--- config.mk ---
export PLATFORM = sky130hd
export DESIGN_NAME = hacd_decomp_top
export DESIGN_NICKNAME = d
export VERILOG_FILES = /design/src/common/hacd_cfg_pkg.sv /design/src/common/hacd_types_pkg.sv /design/src/common/line_rd_if.sv /design/src/hacd_decomp_top.sv /design/src/decompressor/decompressor.sv /design/src/line_fifo.sv
export SDC_FILE = /design/constraint.sdc
export NUM_CORES = 2
export LEC_CHECK = 0
export BUFFER_PORTS_ARGS = -buffer_cell sky130_fd_sc_hd__buf_2
export CORE_UTILIZATION = 50
export DETAILED_ROUTE_END_ITERATION = 8
export HOLD_SLACK_MARGIN = 0.05
export PLACE_DENSITY = 0.65
export SETUP_SLACK_MARGIN = 0.15
export SYNTH_ARGS = -nofsm -noshare
export SYNTH_HDL_FRONTEND = slang
export SYNTH_HIERARCHICAL = 1
export SYNTH_MEMORY_MAX_BITS = 65536
export SYNTH_SLANG_ARGS = --single-unit
--- constraint.sdc ---
create_clock -name clk_i -period 6.25 [get_ports clk_i]
set_clock_uncertainty 0.15 [all_clocks]
set_input_delay 0.625 -clock clk_i [delete_from_list [all_inputs] [get_ports clk_i]]
set_output_delay 0.625 -clock clk_i [all_outputs]
set_load 0.01 [all_outputs]
--- src/common/hacd_cfg_pkg.sv ---
`default_nettype none

package hacd_cfg_pkg;

	// memory line
	localparam int unsigned LINE_W = 64;
	localparam int unsigned RESP_W = 2; // read response code, zero is okay

	// page layout
	// the metadata line carries one zero-chunk bit per chunk in its low bits
	localparam int unsigned N_CHUNKS        = 4;
	localparam int unsigned LINES_PER_CHUNK = 4;

	// must reach LINES_PER_CHUNK itself, not just LINES_PER_CHUNK-1
	localparam int unsigned CNT_W = $clog2(LINES_PER_CHUNK + 1);

	// line FIFOs
	// deeper than metadata plus a whole page of copied lines
	localparam int unsigned FIFO_DEPTH = 32;
	localparam int unsigned PTR_W      = $clog2(FIFO_DEPTH); // depth is a power of two

endpackage

`default_nettype wire
--- src/common/hacd_types_pkg.sv ---
`default_nettype none

package hacd_types_pkg;

	// one memory line as seen on the read and write FIFOs
	typedef logic [hacd_cfg_pkg::LINE_W-1:0] line_t;

	// input FIFO entry, line plus the response code it came back with
	typedef struct packed {
		line_t                           data;
		logic [hacd_cfg_pkg::RESP_W-1:0] resp;
	} rd_line_t;

	// decompressor FSM
	typedef enum logic [2:0] {
		IDLE       = 3'd0,
		METADATA   = 3'd1, // fetch mask line
		EXPAND     = 3'd2, // pick next chunk
		FILL_ZEROS = 3'd3,
		COPY_LINES = 3'd4,
		DONE       = 3'd5, // hold done until start drops
		BUS_ERROR  = 3'd6  // sticky until reset
	} decomp_state_e;

	// outcome of one page
	typedef enum logic {
		STATUS_DONE      = 1'b0,
		STATUS_BUS_ERROR = 1'b1
	} decomp_status_e;

endpackage

`default_nettype wire

--- src/common/line_rd_if.sv ---
`timescale 1ns/1ps
`default_nettype none

// pop side of a line FIFO with a registered read port
// rd_valid and rd_data follow an accepted rd_req by one cycle
interface line_rd_if #(
	parameter type payload_t = logic
);

	logic     rd_req;   // only while empty is low
	logic     empty;
	logic     rd_valid;
	payload_t rd_data;

	modport fifo (
		input  rd_req,
		output empty,
		output rd_valid,
		output rd_data
	);

	modport reader (
		output rd_req,
		input  empty,
		input  rd_valid,
		input  rd_data
	);

endinterface

`default_nettype wire

--- src/hacd_decomp_top.sv ---
`timescale 1ns/1ps
`default_nettype none

module hacd_decomp_top (
	input  logic                              clk_i,
	input  logic                              rst_ni,

	// compressed page in
	input  logic                              in_wr_req,
	input  hacd_types_pkg::line_t             in_data,
	input  logic [hacd_cfg_pkg::RESP_W-1:0]   in_resp,
	output logic                              in_full,

	input  logic                              decomp_start,
	output logic                              decomp_done,
	output logic                              bus_error,

	// rebuilt page out
	input  logic                              out_rd_req,
	output logic                              out_rd_valid,
	output hacd_types_pkg::line_t             out_data,
	output logic                              out_empty
);

	hacd_types_pkg::rd_line_t      in_rec;
	hacd_types_pkg::line_t         dec_wr_data;
	hacd_types_pkg::decomp_state_e dec_state;
	logic                          dec_wr_req;
	logic                          out_full;

	line_rd_if #(.payload_t(hacd_types_pkg::rd_line_t)) in_rd ();
	line_rd_if #(.payload_t(hacd_types_pkg::line_t))    out_rd ();

	assign in_rec.data = in_data;
	assign in_rec.resp = in_resp;

	line_fifo #(
		.payload_t(hacd_types_pkg::rd_line_t)
	) in_fifo (
		.clk_i  (clk_i),
		.rst_ni (rst_ni),
		.wr_req (in_wr_req),
		.wr_data(in_rec),
		.full   (in_full),
		.rd     (in_rd)
	);

	decompressor u_decomp (
		.clk_i       (clk_i),
		.rst_ni      (rst_ni),
		.decomp_start(decomp_start),
		.rd          (in_rd),
		.wrfifo_full (out_full),
		.wr_req      (dec_wr_req),
		.wr_data     (dec_wr_data),
		.decomp_done (decomp_done),
		.state       (dec_state)
	);

	line_fifo #(
		.payload_t(hacd_types_pkg::line_t)
	) out_fifo (
		.clk_i  (clk_i),
		.rst_ni (rst_ni),
		.wr_req (dec_wr_req),
		.wr_data(dec_wr_data),
		.full   (out_full),
		.rd     (out_rd)
	);

	// pop side straight to the pins
	assign out_rd.rd_req = out_rd_req;
	assign out_rd_valid  = out_rd.rd_valid;
	assign out_data      = out_rd.rd_data;
	assign out_empty     = out_rd.empty;

	assign bus_error = (dec_state == hacd_types_pkg::BUS_ERROR); // state is a flop

endmodule

`default_nettype wire

--- src/decompressor/decompressor.sv ---
`timescale 1ns/1ps
`default_nettype none

module decompressor (
	input  logic                          clk_i,
	input  logic                          rst_ni,

	input  logic                          decomp_start,

	// compressed line stream
	line_rd_if.reader                     rd,

	// rebuilt lines
	input  logic                          wrfifo_full,
	output logic                          wr_req,
	output hacd_types_pkg::line_t         wr_data,

	output logic                          decomp_done,
	output hacd_types_pkg::decomp_state_e state
);

	hacd_types_pkg::decomp_state_e n_state;

	logic [hacd_cfg_pkg::N_CHUNKS-1:0] zero_mask;
	logic [hacd_cfg_pkg::N_CHUNKS-1:0] n_zero_mask;
	logic [hacd_cfg_pkg::N_CHUNKS-1:0] chunk_done;
	logic [hacd_cfg_pkg::N_CHUNKS-1:0] n_chunk_done;
	logic [hacd_cfg_pkg::N_CHUNKS-1:0] next_chunk;

	logic [hacd_cfg_pkg::CNT_W-1:0] line_cnt;
	logic [hacd_cfg_pkg::CNT_W-1:0] n_line_cnt;

	hacd_types_pkg::line_t n_wr_data;

	logic n_rd_req;
	logic n_wr_req;
	logic n_decomp_done;
	logic rd_idle;
	logic resp_err;
	logic chunk_full;
	logic page_last;

	// nothing requested and nothing returning
	assign rd_idle  = !rd.rd_req && !rd.rd_valid;
	assign resp_err = rd.rd_valid && (rd.rd_data.resp != '0);

	// lowest chunk not yet rebuilt, one-hot
	assign next_chunk = ~chunk_done & (chunk_done + 1'b1);

	// last line of the chunk is being pushed this cycle
	assign chunk_full = (line_cnt == (hacd_cfg_pkg::CNT_W)'(hacd_cfg_pkg::LINES_PER_CHUNK));
	assign page_last  = &(chunk_done | next_chunk);

	always_comb begin
		n_state       = state;
		n_zero_mask   = zero_mask;
		n_chunk_done  = chunk_done;
		n_line_cnt    = line_cnt;
		n_rd_req      = 1'b0;
		n_wr_req      = 1'b0;
		n_wr_data     = '0;
		n_decomp_done = 1'b0;

		case (state)
			hacd_types_pkg::IDLE: begin
				if (decomp_start && !rd.empty) begin
					n_state      = hacd_types_pkg::METADATA;
					n_chunk_done = '0;
				end
			end

			hacd_types_pkg::METADATA: begin
				n_rd_req = rd_idle && !rd.empty;
				if (resp_err) begin
					n_state = hacd_types_pkg::BUS_ERROR;
				end else if (rd.rd_valid) begin
					n_zero_mask = rd.rd_data.data[hacd_cfg_pkg::N_CHUNKS-1:0];
					n_state     = hacd_types_pkg::EXPAND;
				end
			end

			hacd_types_pkg::EXPAND: begin
				n_line_cnt = '0;
				if (|(next_chunk & zero_mask)) begin
					n_state = hacd_types_pkg::FILL_ZEROS;
				end else begin
					n_state = hacd_types_pkg::COPY_LINES;
				end
			end

			hacd_types_pkg::FILL_ZEROS,
			hacd_types_pkg::COPY_LINES: begin
				if (chunk_full) begin
					n_chunk_done  = chunk_done | next_chunk;
					n_decomp_done = page_last; // done right after the final push
					if (page_last) begin
						n_state = hacd_types_pkg::DONE;
					end else begin
						n_state = hacd_types_pkg::EXPAND;
					end
				end else if (state == hacd_types_pkg::FILL_ZEROS) begin
					if (!wrfifo_full) begin
						n_wr_req   = 1'b1; // zero line, data stays 0
						n_line_cnt = line_cnt + 1'b1;
					end
				end else if (resp_err) begin
					n_state = hacd_types_pkg::BUS_ERROR;
				end else if (rd.rd_valid) begin
					n_wr_req   = 1'b1;
					n_wr_data  = rd.rd_data.data;
					n_line_cnt = line_cnt + 1'b1;
				end else begin
					n_rd_req = rd_idle && !rd.empty && !wrfifo_full;
				end
			end

			hacd_types_pkg::DONE: begin
				if (decomp_start) begin
					n_decomp_done = 1'b1;
				end else begin
					n_state = hacd_types_pkg::IDLE;
				end
			end

			hacd_types_pkg::BUS_ERROR: begin
				n_state = hacd_types_pkg::BUS_ERROR; // only reset leaves
			end

			default: begin
				n_state = hacd_types_pkg::IDLE;
			end
		endcase
	end

	always_ff @(posedge clk_i or negedge rst_ni) begin
		if (!rst_ni) begin
			state       <= hacd_types_pkg::IDLE;
			zero_mask   <= '0;
			chunk_done  <= '0;
			line_cnt    <= '0;
			rd.rd_req   <= 1'b0;
			wr_req      <= 1'b0;
			decomp_done <= 1'b0;
		end else begin
			state       <= n_state;
			zero_mask   <= n_zero_mask;
			chunk_done  <= n_chunk_done;
			line_cnt    <= n_line_cnt;
			rd.rd_req   <= n_rd_req;
			wr_req      <= n_wr_req;
			decomp_done <= n_decomp_done;
		end
	end

	always_ff @(posedge clk_i) begin
		wr_data <= n_wr_data;
	end

	// one read in flight, so no request until its data has come back
	assert property (@(posedge clk_i) disable iff (!rst_ni)
		rd.rd_req |=> !rd.rd_req ##1 !rd.rd_req)
		else $error("decompressor: second read while one is outstanding");

	assert property (@(posedge clk_i) disable iff (!rst_ni)
		(state == hacd_types_pkg::IDLE) |-> !wr_req)
		else $error("decompressor: output push while idle");

endmodule

`default_nettype wire

--- src/line_fifo.sv ---
`timescale 1ns/1ps
`default_nettype none

module line_fifo #(
	parameter type payload_t = logic
) (
	input  logic     clk_i,
	input  logic     rst_ni,

	// push side
	input  logic     wr_req,
	input  payload_t wr_data,
	output logic     full,

	// pop side
	line_rd_if.fifo  rd
);

	payload_t mem [hacd_cfg_pkg::FIFO_DEPTH];

	logic [hacd_cfg_pkg::PTR_W-1:0] wr_ptr;
	logic [hacd_cfg_pkg::PTR_W-1:0] rd_ptr;
	logic [hacd_cfg_pkg::PTR_W:0]   count;
	logic                           pop;

	assign pop      = rd.rd_req;
	assign rd.empty = (count == '0);

	// early full, one slot still free so an in-flight push fits
	assign full = (count >= (hacd_cfg_pkg::PTR_W + 1)'(hacd_cfg_pkg::FIFO_DEPTH - 1));

	always_ff @(posedge clk_i or negedge rst_ni) begin
		if (!rst_ni) begin
			wr_ptr      <= '0;
			rd_ptr      <= '0;
			count       <= '0;
			rd.rd_valid <= 1'b0;
		end else begin
			if (wr_req) begin
				wr_ptr <= wr_ptr + 1'b1; // wraps at depth
			end
			if (pop) begin
				rd_ptr <= rd_ptr + 1'b1;
			end

			case ({wr_req, pop})
				2'b10:   count <= count + 1'b1;
				2'b01:   count <= count - 1'b1;
				default: count <= count;
			endcase

			rd.rd_valid <= pop;
		end
	end

	// storage and read register
	always_ff @(posedge clk_i) begin
		if (wr_req) begin
			mem[wr_ptr] <= wr_data;
		end
		if (pop) begin
			rd.rd_data <= mem[rd_ptr];
		end
	end

	// writer must respect the early full flag
	assert property (@(posedge clk_i) disable iff (!rst_ni)
		wr_req |-> (count < (hacd_cfg_pkg::PTR_W + 1)'(hacd_cfg_pkg::FIFO_DEPTH) || pop))
		else $error("line_fifo: push into a full FIFO");

	assert property (@(posedge clk_i) disable iff (!rst_ni)
		rd.rd_req |-> !rd.empty)
		else $error("line_fifo: read request while empty");

endmodule

`default_nettype wire

---- Yosys cells after proc, flatten, opt, wreduce, memory -nomap -nowiden ----
Memory sizes are Yosys's and may differ from the RTL's. A register that Yosys moved wholly into a read port is not among the register bits.
Index checks and enable logic that the tools add are counted.
word-level totals
  output and inout bits ................... 69
  word-level logic and storage cells ...... 122
  memories kept ........................... 2
  flip-flop bits (word level) ............. 115
  memory bits (writable) .................. 4,160
  bits of input ports ..................... 71
cells by class
  order comparisons ....................... 2
  mux-type cells .......................... 39
  add/sub/neg operators ................... 10
  reductions and logical operators ........ 25
  bitwise operators ....................... 7
  equal/unequal tests ..................... 21
memories
  memory        words  width  read ports  clocked after memory_dff  wr ports  line             text
  in_fifo.mem   32     66     1           1                         1         line_fifo.sv:19  payload_t mem [hacd_cfg_pkg::FIFO_DEPTH];
  out_fifo.mem  32     64     1           1                         1         line_fifo.sv:19
operators by type and width
  kind                   number
  $mux W3                14
  $pmux W6 S2            2
  $add A5 B1 Y5 const B  4
  $pmux W3 S6            1
  $mux W1                16
  $add A6 B1 Y6 const B  2
  $eq A3 B3 Y1 const B   4
  $ge A6 B5 Y1 const B   2
  $logic_not A6 Y1       2
  $sub A6 B1 Y6 const B  2
  $reduce_and A5 Y1      2
  $reduce_bool A2 Y1     5
  $ne A3 B2 Y1 const B   3
  $and A4 B4 Y4          2
  $mux W4                2
  $pmux W4 S2            1
  $eq A3 B2 Y1 const B   2
  $ne A3 B3 Y1 const B   2
  $pmux W3 S2            1
  $reduce_and A3 Y1      2
  $logic_and A1 B1 Y1    5
  $reduce_or A5 Y1       1
  $add A4 B1 Y4 const B  1
  $eq A2 B1 Y1 const B   2
  15 further kinds       24

---- Depth between registers and ports, before layout ----
  depth after elaboration ................. 9
  mapped depth ............................ 10
  depth with buffers taken out ............ 8

---- Hierarchy ----
The synthesis kept the hierarchy.
modules (own cells, without submodules)
  module                 area an instance (µm²)  sequential area each (µm²)  cells an instance  instances
  line_fifo at in_fifo   83,450.0                65,828.1                    3,827              1
  line_fifo at out_fifo  79,680.2                63,846.2                    3,403              1
  decompressor           2,785.2                 1,706.6                     245                1
  hacd_decomp_top        8.8                     0.0                         1                  1

---- Worst setup path after synthesis ----
OpenSTA, ideal clock, no wires.
  kind .................................... input to register
  start point ............................. input port in_wr_req
  end point ............................... memory in_fifo/mem[31][0] (netlist name), enable pin
  required time ........................... 5.609 ns
  library setup time ...................... 0.491 ns
  buffers on the path ..................... 2
  cell stages on the path ................. 4
  arrival time ............................ 3.970 ns
  slack ................................... 1.640 ns
  cells stage by stage .................... clkbuf_1 > nand2_1 > clkbuf_1 > nor2_1
between the ends
  word-level cells in the longest chain between the ends .. 2
ends and longest elaborated chain
  what                           line                  text
  start: declaration             hacd_decomp_top.sv:9  input logic in_wr_req,
  $mux W1                        line_fifo.sv:58       if (wr_req) begin
  $mux W1 (implied by the code)  line_fifo.sv:59       mem[wr_ptr] <= wr_data;
  end: declaration               line_fifo.sv:19
No other way between the ends.

==> reports/qor_table.md <==
| Group | Quantity | Value |
|:---|:---|:---|
| power | Switching power share of the total | 28.63% |
| sta | Share of the clock period used by the worst path | 61.44% |
| die | Initial cell density of the core | 50.24% |
| logic synthesis | Number of distinct library cells after synthesis | 71 |
| sta | Setup repair after global routing missed its margin | false |
| worst hold path | Path category of the worst min-delay check | in2reg |
| cts | Deepest level of the CTS H-tree | 5 |
| grt | Tot GR Track Use | 24.96% |
| routing | Total via count in the routed design | 80110 |
| grt | Largest net degree at the start of global routing | 122 |
| die | Row cnt | 211 |
| worst setup path | Highest-delay cell along the critical path | sky130_fd_sc_hd__dfrtp_4 |
| worst hold path | Hold Startpoint | decomp_start |
| layout | Fraction of final layout cells with drive strength greater than 1 | 23.54% |
| placement | Port Buffers | 139 |
| worst setup path | Buffers and inverters on the worst path | 1 |
| sta | Maximum clock rate | 0.2604 GHz |
| routing | Average detailed-routed wire length per instance | 33.18 um |
| power | Worst ir drop on vdd | 529.4 uV |
| placement | Setup Slack @ Placement | 2335 ps |
| grt | Number of global-route vias before repair | 80900 |
| power | Proportion of power drawn by flip-flops and latches | 44.7% |
| power | Power density over the cells | 418.3 nW/um^2 |
| power | Portion of total power attributed to combinational logic | 22.2% |
| job | Number of max-cap violations | 0 |
| power | Total power | 78.36 mW |
| sta | Final setup viols | 0 |
| cts | Total CTS buffers | 430 |
| layout | Core utilization of the finished layout | 56.72% |
| routing | Residual DRC | 4 |
| logic synthesis | Number of enable flip-flop cells after synthesis | 4290 |
| cts | Number of buffers on the longest clock path | 4 |
| grt | First-pass GRT wire length | 593.0 mm |
| worst setup path | Worst setup SP type | flop |
| cts | Clock root buffer | sky130_fd_sc_hd__clkbuf_16 |
| grt | Met2 Resource Use GR | 41.90% |
| sta | Final worst slack | 2410 ps |
| routing | Detail Route Antenna Nets | 0 |
| logic synthesis | Area share of xor/xnor cells in the synthesized design | 0.1531% |
| outcome | Violated checks | DRC |
| logic synthesis | Post-Syn Area | 165900 um^2 |
| logic synthesis | List of most frequent post-synthesis cells | 4290 x sky130_fd_sc_hd__edfxtp_1, 778 x sky130_fd_sc_hd__mux4_2, 525 x sky130_fd_sc_hd__mux2i_1 |
| logic synthesis | Async set-reset flop share out of synthesis | 1.158% |
| sta | Number of hold violations in the final report | 0 |
| grt | Met3 global-route usage | 3.840% |
| die | Die Height | 578.1 um |
| logic synthesis | Area share of and/or/nand/nor cells after synthesis | 1.048% |
| logic synthesis | Register area share after synthesis | 79.18% |
| cts | Clock-pin slew on the worst setup and hold paths | 70 ps |
| logic synthesis | Number of warnings reported in the yosys synthesis log | 6 |
| worst setup path | Ordered list of cells on the worst path | or3b_4 -> buf_4 -> o221ai_1 -> a21oi_1 -> a211oi_1 |
| layout | Area growth from synthesis to final layout | 12.90% |
| logic synthesis | Area share of fa/ha/maj cells after synthesis | 0.1425% |
| die | Boundary pin count | 140 |
| sta | Post-layout minimum cycle time | 3840 ps |
| layout | NumNets Final | 7945 |
| worst setup path | Type of element capturing the critical path | flop |
| grt | Met1 Usage GRT | 34.18% |
| placement | Final weighted congestion in routability-driven placement | 0.7761 |
| power | Proportion of power drawn by the clock network | 33.1% |
| cts | Post-CTS setup buffer count | 0 |
| worst setup path | Worst reg2reg startpoint | out_fifo/rd_ptr[0]$_DFFE_PN0P_ |
| worst setup path | Stage delay of the slowest cell on the critical path | 1040 ps |
| logic synthesis | Largest area contributor in the synthesized netlist | sky130_fd_sc_hd__edfxtp_1 |
| die | Floorplan core area | 330300 um^2 |
| worst setup path | Category of the most critical setup path | reg2reg |
| outcome | Status | finished, violations left |
| logic synthesis | Gate Count Post-Synth | 7476 |
| worst setup path | CP max FO | 43 |
| cts | Clock Sinks | 4405 |
| logic synthesis | Main flop type after synthesis | sky130_fd_sc_hd__edfxtp_1 |
| worst setup path | Startpoint of the worst setup timing path | out_fifo/rd_ptr[0]$_DFFE_PN0P_ |
| cts | TritonCTS clock tree | done |
| sta | Worst slew margin relative to its limit | 8.933% |
| worst setup path | Worst path required time | 6740 ps |
| logic synthesis | Area contributors post-synth | sky130_fd_sc_hd__edfxtp_1 78%, sky130_fd_sc_hd__mux4_2 11%, sky130_fd_sc_hd__mux2i_1 3.2% |
| routing | Router iterations before antenna repair | 7 |
| logic synthesis | Most common cell in the netlist | sky130_fd_sc_hd__edfxtp_1 |
| placement | HPWL after detailed placement | 216.0 mm |
| grt | Top Usage Layer GRT | met2 |
| logic synthesis | Post-Synthesis Net Count | 7565 |
| routing | Number of DRC markers after the initial detailed-route iteration | 9080 |
| sta | Worst Max-Slew Pin Slew | 1366 ps |
| die | DIE WIDTH | 578.1 um |
| logic synthesis | Synth Area in Compound Gates | 3.881% |
| worst setup path | Arrival time at the worst endpoint | 4330 ps |
| grt | GRT Residual Overflow | 0 |
| power | Power spent charging and discharging nets | 22.44 mW |
| power | Internal power of the cells | 55.92 mW |
| worst setup path | Family with the most delay on the worst path | compound AO/OA/AOI/OAI gates |
| logic synthesis | #FFs+latches synth | 4405 |
| logic synthesis | Mean cell area of the mapped netlist | 22.19 um^2 |
| sta | Number of pins with negative max-slew slack in the final report | 0 |
| power | Pleak | 57.50 nW |
| routing | Via count normalized by instance count | 6.355 |
| sta | Final total negative setup slack | 0 ps |
| logic synthesis | Share of the synthesized area in the top cell type | 77.64% |
| die | Full die area | 334200 um^2 |
| routing | DRT Wirelength | 418.3 mm |
| logic synthesis | Dominant combinational cell family by area after synthesis | multiplexers |
| cts | Later-pin clock latency in the skew report | 990 ps |
| grt | Antenna violations before repair | 40 |
| logic synthesis | Multiplexer share of the synthesized area | 14.23% |
worst reg2reg max path: stages (launching register included):
cell	delay, ps
sky130_fd_sc_hd__dfrtp_4	1040
sky130_fd_sc_hd__or3b_4	710
sky130_fd_sc_hd__buf_4	460
sky130_fd_sc_hd__o221ai_1	300
sky130_fd_sc_hd__a21oi_1	80
sky130_fd_sc_hd__a211oi_1	770
power groups by stage:
stage | clock network [mW] | logic (mW) | registers (mW)
2_1_floorplan | 0 | 12.4 | 34.9
3_3_place_gp | 0 | 17.3 | 35.6
3_5_place_dp | 0 | 17.5 | 35.7
4_1_cts | 26.2 | 17.6 | 35.1
5_1_grt | 27.3 | 18.4 | 35.1
6_report | 25.9 | 17.4 | 35.1
timing repair:
action                     CTS  global route
hold buffers                68             0
hold endpoints to repair  2123             0
gates resized for setup      0             0
kinds of logic (layout without fill, tap and decap cells):
logic type                 Yosys count  after routing
DFF                               4405           4405
muxes                             1377           1377
AOI/OAI and AO/OA                  859            859
buffers and inverters              456           1204
and+or+nand+nor                    331            331
xor gates and xnor gates            29             29
adders and majority gates           19             19
other                                0             15
final cells by class:
type,instances,area [um^2]
clock buffers,549,11510
diodes,15,37.54
well taps,4366,5463
repair buffers,391,3348
fillers,23830,142900
clock inverters,251,2645
multi-input cells,2615,32860
inverters,13,48.80
flip-flops and latches,4405,131400
cell usage in the layout (no fill, tap or decap), types with 15 or more instances in the layout:
cell	count
sky130_fd_sc_hd__edfxtp_1	4290
sky130_fd_sc_hd__mux4_2	778
sky130_fd_sc_hd__mux2i_1	525
sky130_fd_sc_hd__clkbuf_16	433
sky130_fd_sc_hd__o22ai_1	194
sky130_fd_sc_hd__buf_4	138
sky130_fd_sc_hd__buf_2	138
sky130_fd_sc_hd__a22oi_1	131
sky130_fd_sc_hd__o221ai_1	130
sky130_fd_sc_hd__a221oi_1	120
sky130_fd_sc_hd__a21oi_1	100
sky130_fd_sc_hd__clkbuf_1	92
sky130_fd_sc_hd__a211oi_1	90
sky130_fd_sc_hd__clkinv_1	81
sky130_fd_sc_hd__clkinv_2	80
sky130_fd_sc_hd__mux2_2	70
sky130_fd_sc_hd__dlygate4sd3_1	68
sky130_fd_sc_hd__and2_1	67
sky130_fd_sc_hd__nor2_4	65
sky130_fd_sc_hd__dfxtp_1	64
sky130_fd_sc_hd__nor3_1	59
sky130_fd_sc_hd__bufinv_16	47
sky130_fd_sc_hd__buf_12	47
sky130_fd_sc_hd__dfrtp_1	42
sky130_fd_sc_hd__nand2_1	32
sky130_fd_sc_hd__a211oi_2	32
sky130_fd_sc_hd__nor2_1	26
sky130_fd_sc_hd__clkbuf_8	24
sky130_fd_sc_hd__ha_1	18
sky130_fd_sc_hd__xnor2_1	17
sky130_fd_sc_hd__diode_2	15
sky130_fd_sc_hd__clkinvlp_4	15
stage by stage:
| stage | cell area (um^2) | hold slack, ps | cells |
|---|---|---|---|
| floorplan | 165900 | 179.4 | 7476 |
| global placement | 172500 | 331.4 | 11720 |
| detailed placement | 172500 | 331.8 | 11720 |
| CTS | 187300 | 61.25 | 12590 |
| global route | 187300 | 151.2 | 12600 |
| finish | 187300 | 140.1 | 12610 |
layer usage:
metal | wire [um] | vias up
met5 | 134 | -
met4 | 11920 | 20
met2 | 208200 | 3663
met3 | 34390 | 669
met1 | 163600 | 43140
li1 | - | 32620
sequential cells by signal (all words and copies together), names as in the netlist, 6 cells and up:
register             flops
in_fifo/mem           2112
in_fifo/count            6
out_fifo/count           6
u_decomp/wr_data        64
out_fifo/rd.rd_data     64
in_fifo/rd.rd_data      66
out_fifo/mem          2048
final timing paths:
| check | end | slack, ps | depth (start not counted) |
|---|---|---|---|
| min in group asynchronous | in_fifo/wr_ptr[1]$_DFFE_PN0P_ | 250 | 3 |
| setup reg to reg | out_fifo/rd.rd_data[12]$_DFFE_PP_ | 2410 | 5 |
| hold reg to reg | u_decomp/zero_mask[1]$_DFFE_PN0P_ | 350 | 1 |
| max in group asynchronous | out_fifo/rd_ptr[3]$_DFFE_PN0P_ | 4920 | 3 |
| hold / removal | u_decomp/chunk_done[2]$_DFFE_PN0P_ | 140 | 4 |
| setup / recovery | out_fifo/rd.rd_data[12]$_DFFE_PP_ | 2410 | 5 |
Note: power is estimated with default switching activity, not from simulation.
